**src/include/cordic_defs.svh**
```systemverilog
`ifndef CORDIC_DEFS_SVH
`define CORDIC_DEFS_SVH

// input angle, binary turn: 2^16 is one full revolution
`define ANGLE_W      16

// output samples are signed Q1.14, so 1.0 maps to 16384
`define DATA_W       16

// internal residual angle, one turn = 2^18 and one quadrant = 2^16
`define Z_W          18

// x/y datapath width, 4 extra fraction bits below Q1.14
`define XY_W         20

// micro-rotations per request, one per clock
`define CORDIC_ITER  16

// 1/K = 0.607253 in Q1.14, pre-scales the start vector
`define CORDIC_X0    9949

`endif

```
**src/hw/angle_pkg.sv**
```systemverilog
`include "cordic_defs.svh"

package angle_pkg;

   // quadrant number, straight from the two msbs of the binary angle
   typedef enum logic [1:0] {
      Q0 = 2'd0,                 // 0 .. 90 deg
      Q1 = 2'd1,                 // 90 .. 180 deg
      Q2 = 2'd2,                 // 180 .. 270 deg
      Q3 = 2'd3                  // 270 .. 360 deg
   } quadrant_t;

   // angle after folding into the first quadrant
   // z counts in internal units, one quarter turn is 2^16
   typedef struct packed {
      quadrant_t           quad; // where the result gets unfolded to
      logic [`Z_W-1:0]     z;    // residual angle, always in [0, 2^16)
   } fold_t;

endpackage

```
**src/hw/vector_pkg.sv**
```systemverilog
`include "cordic_defs.svh"

package vector_pkg;

   // working vector of the rotation core
   // x ends up as the cosine and y as the sine, both with guard bits
   typedef struct packed {
      logic signed [`XY_W-1:0]   x;    // cos part
      logic signed [`XY_W-1:0]   y;    // sin part
   } vec_t;

   // full-circle result seen by the caller, signed Q1.14
   typedef struct packed {
      logic signed [`DATA_W-1:0] sin;  // sine sample
      logic signed [`DATA_W-1:0] cos;  // cosine sample
   } sincos_t;

endpackage

```
**src/hw/angle_fold.sv**
```systemverilog
`timescale 1ns/1ps
`include "cordic_defs.svh"

module angle_fold (
   input    logic                   i_clk,
   input    logic                   i_nrst,
   input    logic [`ANGLE_W-1:0]    i_theta,       // binary angle, full turn 2^16
   input    logic                   i_req,         // request level from the caller
   output   angle_pkg::fold_t       o_fold,        // captured quadrant + folded angle
   output   logic                   o_fold_valid   // o_fold is loaded and stable
);

   logic                   first_req;     // i_req high, nothing captured yet
   angle_pkg::quadrant_t   quad_in;       // top two bits of the request
   logic [`Z_W-1:0]        z_in;          // low bits moved up to internal scale

   assign first_req  = i_req && !o_fold_valid;
   assign quad_in    = angle_pkg::quadrant_t'(i_theta[`ANGLE_W-1 -: 2]);
   // 14 lsbs are the angle inside the quadrant, x4 gives 2^16 per quadrant
   assign z_in       = `Z_W'({i_theta[`ANGLE_W-3:0], 2'b00});

   // valid follows the request with one edge of delay
   always_ff @(posedge i_clk or negedge i_nrst) begin
      if (!i_nrst) begin
         o_fold_valid <= 1'b0;
      end else begin
         o_fold_valid <= i_req;        // drops one edge after i_req is seen low
      end
   end

   // capture once per request, later i_theta changes are ignored
   always_ff @(posedge i_clk) begin
      if (first_req) begin
         o_fold.quad <= quad_in;
         o_fold.z    <= z_in;
      end
   end

endmodule

```
**src/hw/atan_rom.sv**
```systemverilog
`timescale 1ns/1ps
`include "cordic_defs.svh"

module atan_rom (
   input    logic [3:0]       i_idx,   // micro-rotation number
   output   logic [`Z_W-1:0]  o_step   // atan(2^-i) scaled so a turn is 2^18
);

   // entry = round(atan(2^-i) / (2*pi) * 2^18)
   always_comb begin
      unique case (i_idx)
         4'd0:    o_step = `Z_W'(32768);  // 45.000 deg, an eighth of a turn
         4'd1:    o_step = `Z_W'(19344);  // 26.565 deg
         4'd2:    o_step = `Z_W'(10221);  // 14.036 deg
         4'd3:    o_step = `Z_W'(5188);   // 7.125 deg
         4'd4:    o_step = `Z_W'(2604);   // 3.576 deg
         4'd5:    o_step = `Z_W'(1303);   // 1.790 deg
         4'd6:    o_step = `Z_W'(652);    // 0.895 deg
         4'd7:    o_step = `Z_W'(326);    // 0.448 deg
         4'd8:    o_step = `Z_W'(163);    // 0.224 deg
         4'd9:    o_step = `Z_W'(81);     // 0.112 deg
         4'd10:   o_step = `Z_W'(41);     // 0.056 deg
         4'd11:   o_step = `Z_W'(20);     // 0.028 deg
         4'd12:   o_step = `Z_W'(10);     // 0.014 deg
         4'd13:   o_step = `Z_W'(5);      // 0.007 deg
         4'd14:   o_step = `Z_W'(3);      // 0.0035 deg
         4'd15:   o_step = `Z_W'(1);      // 0.0017 deg, below one input lsb
         default: o_step = '0;
      endcase
   end

   // from here on the table is just 2^18 / (2*pi) / 2^i, rounded
   // tail entries below 1 would be useless, so the table stops at 16

endmodule

```
**src/hw/cordic_iter.sv**
```systemverilog
`timescale 1ns/1ps
`include "cordic_defs.svh"

module cordic_iter (
   input    logic                   i_clk,
   input    logic                   i_nrst,
   input    logic [`Z_W-1:0]        i_fold_z,      // first-quadrant angle to rotate by
   input    logic                   i_fold_valid,  // level, high while a request runs
   output   logic [3:0]             o_step_idx,    // table address = current iteration
   input    logic [`Z_W-1:0]        i_step,        // atan step for o_step_idx
   output   vector_pkg::vec_t       o_vec,         // x = cos, y = sin (first quadrant)
   output   logic                   o_done         // level, all iterations finished
);

   localparam int frac_g   = `XY_W - `DATA_W;                  // guard fraction bits
   localparam int cnt_w    = $clog2(`CORDIC_ITER + 1);         // holds 0 .. 16
   localparam logic [cnt_w-1:0] iter_end = cnt_w'(`CORDIC_ITER);
   // start vector (1/K, 0), moved up onto the guard-bit grid
   localparam logic signed [`XY_W-1:0] x_init = `XY_W'(`CORDIC_X0 * (2 ** frac_g));

   logic                      loaded;        // start vector is in the registers
   logic [cnt_w-1:0]          count;         // micro-rotations done so far
   logic                      rot_en;        // rotate on this edge
   logic                      z_neg;         // residual angle below zero
   logic signed [`XY_W-1:0]   x_q, y_q;      // working vector
   logic signed [`Z_W-1:0]    z_q;           // residual angle
   logic signed [`XY_W-1:0]   x_sh, y_sh;    // x, y scaled by 2^-i
   logic signed [`Z_W-1:0]    step_s;        // table step as signed

   assign rot_en     = loaded && (count < iter_end);
   assign o_step_idx = count[3:0];
   assign z_neg      = z_q[`Z_W-1];
   assign x_sh       = x_q >>> o_step_idx;   // arithmetic, keeps the sign
   assign y_sh       = y_q >>> o_step_idx;
   assign step_s     = signed'(i_step);

   // control: idle -> load -> 16 rotations -> hold until valid drops
   always_ff @(posedge i_clk or negedge i_nrst) begin
      if (!i_nrst) begin
         loaded <= 1'b0;
         count  <= '0;
      end else if (!i_fold_valid) begin
         loaded <= 1'b0;                  // back to the load state
         count  <= '0;
      end else if (!loaded) begin
         loaded <= 1'b1;                  // edge 2, start vector goes in
         count  <= '0;
      end else if (rot_en) begin
         count  <= count + 1'b1;          // edges 3 .. 18
      end
   end

   // datapath, frozen once count reaches the end
   always_ff @(posedge i_clk) begin
      if (i_fold_valid && !loaded) begin
         x_q <= x_init;
         y_q <= '0;
         z_q <= signed'(i_fold_z);
      end else if (rot_en) begin
         if (z_neg) begin                 // angle overshot, turn clockwise
            x_q <= x_q + y_sh;
            y_q <= y_q - x_sh;
            z_q <= z_q + step_s;
         end else begin                   // still short, turn counter-clockwise
            x_q <= x_q - y_sh;
            y_q <= y_q + x_sh;
            z_q <= z_q - step_s;
         end
      end
   end

   assign o_vec.x = x_q;
   assign o_vec.y = y_q;
   // rises after edge 18, falls one edge after valid drops
   assign o_done  = loaded && (count == iter_end);

endmodule

```
**src/hw/result_unfold.sv**
```systemverilog
`timescale 1ns/1ps
`include "cordic_defs.svh"

module result_unfold (
   input    logic                   i_clk,
   input    logic                   i_nrst,
   input    angle_pkg::quadrant_t   i_quad,     // quadrant of the original angle
   input    vector_pkg::vec_t       i_vec,      // first-quadrant cos (x) and sin (y)
   input    logic                   i_done,     // core finished, vector is final
   output   vector_pkg::sincos_t    o_result,   // full-circle sin/cos, Q1.14
   output   logic                   o_ack       // level back to the caller
);

   localparam int frac_g   = `XY_W - `DATA_W;       // bits dropped by rounding
   localparam int rnd_w    = `DATA_W + 2;           // room for round carry and negate
   localparam logic signed [`XY_W:0]   half   = (`XY_W+1)'(2 ** (frac_g - 1));
   localparam logic signed [rnd_w-1:0] sat_hi = rnd_w'((2 ** (`DATA_W - 1)) - 1);
   localparam logic signed [rnd_w-1:0] sat_lo = ~sat_hi;   // most negative sample

   logic signed [rnd_w-1:0]   s, c;          // rounded first-quadrant sin, cos
   logic signed [rnd_w-1:0]   sin_w, cos_w;  // after the quadrant swap

   // round half up, then drop the guard bits
   function automatic logic signed [rnd_w-1:0] round_xy(input logic signed [`XY_W-1:0] v);
      logic signed [`XY_W:0] t;
      t = v;                                 // sign extends by one bit
      t = t + half;
      return rnd_w'(t >>> frac_g);
   endfunction

   // clip to the output range, only 1.0 itself can spill over
   function automatic logic signed [`DATA_W-1:0] sat(input logic signed [rnd_w-1:0] v);
      if (v > sat_hi)
         return sat_hi[`DATA_W-1:0];
      else if (v < sat_lo)
         return sat_lo[`DATA_W-1:0];
      else
         return v[`DATA_W-1:0];
   endfunction

   assign s = round_xy(i_vec.y);
   assign c = round_xy(i_vec.x);

   // rotate the first-quadrant result by quad * 90 deg
   always_comb begin
      unique case (i_quad)
         angle_pkg::Q0: begin sin_w =  s; cos_w =  c; end
         angle_pkg::Q1: begin sin_w =  c; cos_w = -s; end
         angle_pkg::Q2: begin sin_w = -s; cos_w = -c; end
         angle_pkg::Q3: begin sin_w = -c; cos_w =  s; end
         default:       begin sin_w =  s; cos_w =  c; end
      endcase
   end

   // result latched once per request, ack follows done
   always_ff @(posedge i_clk or negedge i_nrst) begin
      if (!i_nrst) begin
         o_result <= '0;
         o_ack    <= 1'b0;
      end else if (!i_done) begin
         o_ack    <= 1'b0;                   // result word keeps its last value
      end else if (!o_ack) begin
         o_result.sin <= sat(sin_w);         // edge 19
         o_result.cos <= sat(cos_w);
         o_ack        <= 1'b1;
      end
   end

endmodule

```
**src/hw/sincos_top.sv**
```systemverilog
`timescale 1ns/1ps
`include "cordic_defs.svh"

module sincos_top (
   input    logic                   i_clk,
   input    logic                   i_nrst,
   input    logic [`ANGLE_W-1:0]    i_theta,    // binary angle, hold while i_req is high
   input    logic                   i_req,      // level request
   output   vector_pkg::sincos_t    o_result,   // sin/cos in Q1.14
   output   logic                   o_ack       // level acknowledge, 19 edges after req
);

   angle_pkg::fold_t       fold;          // quadrant + folded angle, held per request
   logic                   fold_valid;    // fold stage loaded
   logic [3:0]             step_idx;      // core asks the table for this entry
   logic [`Z_W-1:0]        step;          // table answer, same cycle
   vector_pkg::vec_t       vec;           // core output vector
   logic                   done;          // core finished

   // stage 1: capture the angle and fold it into the first quadrant
   angle_fold u_fold (
      .i_clk         (i_clk),
      .i_nrst        (i_nrst),
      .i_theta       (i_theta),
      .i_req         (i_req),
      .o_fold        (fold),
      .o_fold_valid  (fold_valid)
   );

   // stage 2: sixteen micro-rotations
   cordic_iter u_core (
      .i_clk         (i_clk),
      .i_nrst        (i_nrst),
      .i_fold_z      (fold.z),
      .i_fold_valid  (fold_valid),
      .o_step_idx    (step_idx),
      .i_step        (step),
      .o_vec         (vec),
      .o_done        (done)
   );

   // arctangent steps, purely combinational
   atan_rom u_rom (
      .i_idx         (step_idx),
      .o_step        (step)
   );

   // stage 3: back to the full circle, ack to the caller
   result_unfold u_unfold (
      .i_clk         (i_clk),
      .i_nrst        (i_nrst),
      .i_quad        (fold.quad),
      .i_vec         (vec),
      .i_done        (done),
      .o_result      (o_result),
      .o_ack         (o_ack)
   );

endmodule

```
**config.mk**
```make
export PLATFORM = sky130hd
export DESIGN_NAME = sincos_top
export DESIGN_NICKNAME = d
export VERILOG_FILES = /design/src/hw/angle_pkg.sv /design/src/hw/vector_pkg.sv /design/src/hw/angle_fold.sv /design/src/hw/atan_rom.sv /design/src/hw/cordic_iter.sv /design/src/hw/result_unfold.sv /design/src/hw/sincos_top.sv
export VERILOG_INCLUDE_DIRS = /design/src /design/src/include
export SDC_FILE = /design/constraint.sdc
export NUM_CORES = 1
export LEC_CHECK = 0
export ABC_AREA = 1
export BUFFER_PORTS_ARGS = -buffer_cell sky130_fd_sc_hd__buf_2
export CAP_MARGIN = 10
export CORE_MARGIN = 2
export CORE_UTILIZATION = 55
export CTS_CLUSTER_DIAMETER = 120
export DETAILED_ROUTE_END_ITERATION = 8
export GPL_TIMING_DRIVEN = 0
export PLACE_DENSITY = 0.72
export SYNTH_ARGS = -nofsm -noshare
export SYNTH_HDL_FRONTEND = slang
export SYNTH_SLANG_ARGS = --single-unit
```
**constraint.sdc**
```tcl
create_clock -name i_clk -period 4.25 [get_ports i_clk]
set_input_delay 0.85 -clock i_clk [delete_from_list [all_inputs] [get_ports i_clk]]
set_output_delay 0.85 -clock i_clk [all_outputs]
set_load 0.02 [all_outputs]
```
After elaboration in Yosys (flattened, before gate mapping)
Memory sizes are Yosys's and may differ from the RTL's.
Cells that the tools add are included.
{"block": "word_totals", "reg_bits": 114, "mem_count": 1, "rom_bits": 256, "in_bits": 19, "word_cells": 62}
{"block": "classes", "n_reduce_logical": 9, "bitwise_logic": 1, "eq_ne": 5, "n_shift": 2, "order_cmp": 5, "n_addsub": 11, "mux": 16}
{"name": "(no name shown)", "words": 16, "width": 16, "rd": 1, "rd_ports_with_merged_regs": 0, "write_ports": 0, "line_no": "atan_rom.sv:11", "rtl": "unique case (i_idx)"}
{"cell": "$pmux 18 s4", "count": 2}
{"cell": "$mux 16", "count": 5}
{"cell": "$add 20x5->21 const B", "count": 2}
{"cell": "$add 20x20->20", "count": 2}
{"cell": "$mux 20", "count": 2}
{"cell": "$sshr 20x4->20", "count": 2}
{"cell": "$sub 20x20->20", "count": 2}
{"cell": "$gt 18x16->1 const B", "count": 2}
{"cell": "$lt 18x16->1 const B", "count": 2}
{"cell": "$mux 18", "count": 2}
{"cell": "$neg 17->18", "count": 2}
{"cell": "$add 18x18->18", "count": 1}
{"cell": "$sub 18x18->18", "count": 1}
{"cell": "$mux 5", "count": 3}
{"cell": "$add 5x1->5 const B", "count": 1}
{"cell": "$eq 5x5->1 const B", "count": 1}
{"cell": "$lt 5x5->1 const B", "count": 1}
{"cell": "$eq 2x2->1 const B", "count": 2}
{"cell": "$logic_and 1x1->1", "count": 4}
{"cell": "$ne 3x3->1 const B", "count": 1}
{"cell": "$eq 2x1->1 const B", "count": 1}
{"cell": "$logic_not 1->1", "count": 2}
{"cell": "$logic_not 2->1", "count": 1}
{"cell": "$mux 1", "count": 2}
{"cell": "other kinds (3)", "count": 3}

Logic depth before layout (Yosys ltp)
{"block": "depth", "depth_word": 6, "ltp_mapped": 32, "depth_no_buf": 31}

By module
Synthesis repeated with hierarchy kept, for this count alone.
{"block": "hier_totals", "cells_unflattened": 2091, "hier_area_um2": 13291.5}
{"module": "cordic_iter", "instances": 1, "seq_area_each_um2": 1491.4, "cells_per_inst": 1287, "area_each_um2": 8245.4}
{"module": "result_unfold", "instances": 1, "seq_area_each_um2": 825.8, "cells_per_inst": 705, "area_each_um2": 4112.7}
{"module": "angle_fold", "instances": 1, "seq_area_each_um2": 505.5, "cells_per_inst": 24, "area_each_um2": 549.3}
{"module": "atan_rom", "instances": 1, "seq_area_each_um2": 0.0, "cells_per_inst": 75, "area_each_um2": 384.1}

Worst setup path before layout
Ideal clock, no wire load.
{"block": "synth_path", "kind": "register to register", "start": "reg u_core.count[0]", "end": "reg u_core.x_q[16]", "t_required_ps": 4092, "setup_time_ps": 158, "stages_incl_launch_ff": 23, "setup_slack_ps": 578, "arrival_ps": 3514, "path_cell_list": "dfrtp_1 buf_4 buf_2 nand2_1 o21ai_0 nand2_1 nand4_1 nand2_1 nand3_1 o31ai_1 xor2_1 inv_1 ha_1 nand2_1 o21ai_0 a21oi_1 or2_2 o21ai_0 a21oi_1 o21ai_0 a21oi_1 o21ai_0 o21ai_0"}
{"block": "synth_between", "elab_chain_len": 3, "elab_cells_between_ends": 6}
{"item": "start, declared", "line_no": "cordic_iter.sv:22", "rtl": "logic [cnt_w-1:0] count;"}
{"item": "start signal, assigned", "line_no": "cordic_iter.sv:49", "rtl": "count <= count + 1'b1;"}
{"item": "$sshr 20x4->20", "line_no": "cordic_iter.sv:34", "rtl": "assign y_sh = y_q >>> o_step_idx;"}
{"item": "$sub 20x20->20 / $add 20x20->20 (equally long branches)", "line_no": "cordic_iter.sv:65, cordic_iter.sv:61"}
{"item": "$mux 20", "line_no": "cordic_iter.sv:60", "rtl": "if (z_neg) begin"}
{"item": "end signal, assigned", "line_no": "cordic_iter.sv:56", "rtl": "x_q <= x_init;"}
{"item": "end signal, assigned", "line_no": "cordic_iter.sv:61", "rtl": "x_q <= x_q + y_sh;"}
{"item": "end signal, assigned", "line_no": "cordic_iter.sv:65", "rtl": "x_q <= x_q - y_sh;"}
{"item": "end, declared", "line_no": "cordic_iter.sv:25", "rtl": "logic signed [`XY_W-1:0] x_q, y_q;"}
Several ways; a longest one is shown, not always the timed one.
A chain may end at the register's enable or synchronous reset.

Worst setup path in the final report
{"block": "layout_path", "start": "reg u_core.count[1]", "end": "reg u_core.x_q[17]"}
Same word-level chain as after synthesis.

==> qor.yml <==
outcome:
  status: "finished clean"
finish:
  ff_latch_area_um2: 2830
  nFillCells: 2150
  drive_gt1_share_pct: 16.2
  syn_to_final_growth_pct: 15.6
  final_common_cell: "nand2_1"
  nets: 2212
  multi_input_area_um2: 9080
  final_cell_mix: "nand2_1, nand3_1, inv_1"
  final_core_util_pct: 64.8
die:
  fp.dieH_um: 156
  ios: 52
  die_x_um: 156
  core_area_um2: 22600
  row_count: 55
  start_util_pct: 56.0
  die-area_um2: 24200
timing:
  clock.fmax_mhz: 238
  rsz0062_at_grt: "yes"
  finalSetupViolations: 0
  final-max-slew-violation-count: 0
  worst_pin_slew_ns: 1.09
  tns_ns: 0
  fin_crit_ns: 4.19
  hold_viol_final: 0
  timing.final.crit_share_pct: 98.7
  fin_skew_ns: 0.0218
  slew_headroom_pct: 27.4
power_and_ir_drop:
  p_leak_nw: 7.24
  vdd_ir_drop_max_v: 0.000475
  p_per_area_nw_per_um2: 900
setup_path:
  max_stage_delay_ns: 0.47
  critical_path_class: "flip-flop to flip-flop"
  critPathCaptureType: "flip-flop"
  start_kind: "flip-flop"
  worstReg2RegStart: "u_core.count[1]"
  crit_fanout: 8
  cp.required_ns: 4.59
  cp_cell_sequence: "buf_4 -> nor2_4 -> inv_1 -> a21oi_1 -> nor2_2 -> nand2_1 -> o21ai_2 -> ha_4 -> buf_4 -> nand4_1 -> nand2_1 -> xor2_1 -> inv_1 -> ha_1 -> nand2_1 -> o21ai_0 -> nand2_1 -> nand3b_1 -> a21oi_2 -> inv_1 -> a21oi_2 -> o21ai_1 -> or2_2 -> a32oi_1"
  reg2reg_to: "u_core.x_q[17]"
  cpMostUsedCell: "nand2_1"
  reg2reg_setup_slack_ns: 0.06
  crit_path_top_delay_cell: "dfrtp_2"
  r2r_cells: 24
  cp_data_arrival_time_ns: 4.53
placed_design:
  io_buffers: 51
  gp_congestion: 1.01
  dp_hpwl_mm: 35.6
clocking:
  cts-hold-fix-buffers: 0
  cts_made_buffers: 17
  h-tree-depth: 4
  clock_sinks: 114
  cts_tree: "built"
  clk_path_buf_depth: 2
  clk_pin_slew_ns: 0.07
  clock_insertion_delay_worst_skew_ns: 0.44
  clock-root-buffer: "clkbuf_16"
drt:
  avgViaCountPerCell: 6.00
  drt_iter0_drc: 1455
  avgRoutedWirePerCell_um: 19.5
  drt_pre_antenna_iters: 8
  drt-total-wl_mm: 47.2
  ant_nets: 0
  drc_errors: 0
  vias: 14500
global_routing:
  grt_pass1_wl_mm: 71.3
  grt_max_degree: 41
  first_global_vias: 13000
  grt-ovfl-total: 0
  antenna_found_initial: 1
  grtUsageTotal_pct: 38.0
synth:
  synth.cell_area_um2: 12600
  synth_cell_types: 60
  netlist_instances: 2027
  postSynthAreaPerCell_um2: 6.24
  ys_ff_latch: 114
  synth-seq-area-share_pct: 22.3
  yosys_warnings: 0
  synth_nets: 2116
worst_hold_path:
  whs_endpoint: "u_core.loaded"
  min_from: "u_fold.o_fold_valid"
  hp-class: "flip-flop to flip-flop"
  holdPathStages: 0
job:
  maxCapViolCount: 0
-- flip-flops by register name, indices dropped and copies added (netlist names) --
| name | flops |
|---|---|
| u_fold.o_fold | 16 |
| u_fold.o_fold_valid | 1 |
| u_core.z_q | 18 |
| u_unfold.o_result | 32 |
| u_core.count | 5 |
| u_core.y_q | 20 |
| u_core.x_q | 20 |
| u_core.loaded | 1 |
| u_unfold.o_ack | 1 |
-- layout make-up --
type | instances | share of cell area [%]
tap | 285 | 2.44
sequential | 114 | 19.3
buffer | 71 | 3.20
multi-input combinational | 1621 | 62.1
clock buffer | 17 | 2.91
clock inverter | 15 | 1.10
timing repair buffer | 77 | 3.17
antenna | 1 | 0.0171
inverter | 221 | 5.75
-- kinds of logic (layout without fill, tap and decap cells) --
logic type	count (synthesis)	in the layout	share of synthesized area, %
AOI/OAI and AO/OA	343	343	15.4
xor gates and xnor gates	92	92	6.49
adders and majority gates	70	70	7.10
buffers and inverters	292	401	9.54
DFF	114	114	22.3
other	0	1	0
and+or+nand+nor	1116	1116	39.1
-- per-stage QoR --
step           power, mW  cells  hold slack, ns  instance area, um2  worst slack, ns
2_1_floorplan       8.29   2027           0.395               12600            0.578
3_3_place_gp        10.2   2363           0.429               13300           -0.390
3_5_place_dp        10.4   2364           0.434               13300           -0.460
4_1_cts             12.1   2398           0.447               14000          -0.0132
5_1_grt             14.2   2421           0.466               14600           -0.125
6_report            13.2   2422           0.448               14600           0.0556
-- timing repair --
| item | CTS | global route |
|---|---|---|
| gates resized for setup | 30 | 140 |
| pin swaps | 0 | 27 |
| setup buffers | 2 | 23 |
| setup endpoints to repair | 20 | 26 |
-- how the worst max path moves through the flow --
stage | startpoint | to | slack, ns | depth (start not counted)
6_report | u_core.count[1] | u_core.x_q[17] | 0.06 | 24
5_1_grt | u_core.count[0] | u_core.x_q[19] | -0.13 | 29
3_3_place_gp | u_core.count[0] | u_core.x_q[16] | -0.39 | 23
2_1_floorplan | u_core.count[0] | u_core.x_q[16] | 0.58 | 22
3_5_place_dp | u_core.count[0] | u_core.x_q[16] | -0.46 | 23
4_1_cts | u_core.count[0] | u_core.x_q[13] | -0.01 | 23
-- per-layer routing --
| layer | track usage (%) | routed length (um) | vias up |
|---|---|---|---|
| met5 | 0 | 13 | - |
| met4 | 17.7 | 2230 | 2 |
| met3 | 7.42 | 4180 | 151 |
| met2 | 59.2 | 20800 | 721 |
| met1 | 50.8 | 20000 | 6741 |
| li1 | - | - | 6926 |
-- critical path, delay by kind of cell (launching register included) --
kind	cells	cell delay, ns
flops	1	0.47
buf+inv	5	0.61
simple gates	9	1.23
compound gates	7	1.04
xor+xnor	1	0.23
fa+ha+maj	2	0.53
-- where the power goes --
group	internal [mW]	switching, mW
registers	1.48	0.569
logic	3.45	6.14
clock network	0.835	0.689
total	5.77	7.40
-- cells in the mapped netlist, drive strengths merged --
| cell type | instances | area share, % |
|---|---|---|
| a22oi | 10 | 0.59 |
| dfxtp | 40 | 6.3 |
| nand2 | 607 | 19 |
| o22ai | 13 | 0.64 |
| o21a | 1 | 0.059 |
| fa | 3 | 0.47 |
| a22o | 1 | 0.069 |
| nor4 | 4 | 0.20 |
| a221oi | 1 | 0.069 |
| o2111ai | 6 | 0.42 |
| edfxtp | 34 | 8.1 |
| a31o | 1 | 0.069 |
| clkinv | 8 | 0.24 |
| dlygate4sd1 | 1 | 0.069 |
| nor2 | 196 | 6.7 |
| a32oi | 3 | 0.21 |
| o21ai | 139 | 5.5 |
| xnor2 | 25 | 1.7 |
| nand3b | 4 | 0.24 |
| buf | 31 | 1.8 |
| dfrtp | 40 | 7.9 |
| xor2 | 67 | 4.8 |
| a21o | 2 | 0.12 |
| or3 | 1 | 0.050 |
| a21oi | 137 | 6.0 |
| a21boi | 2 | 0.12 |
| and2 | 1 | 0.050 |
| or2 | 11 | 0.54 |
| o31ai | 9 | 0.53 |
| o221ai | 3 | 0.21 |
| a31oi | 7 | 0.35 |
| clkbuf | 39 | 1.2 |
| o211ai | 8 | 0.47 |
| ha | 67 | 6.6 |
| and3 | 2 | 0.099 |
| inv | 213 | 6.3 |
| nor3b | 2 | 0.12 |
| nor3 | 17 | 0.92 |
| nand3 | 238 | 9.8 |
| nand4 | 33 | 1.7 |
No activity file was read; power rests on OpenSTA's default activity.
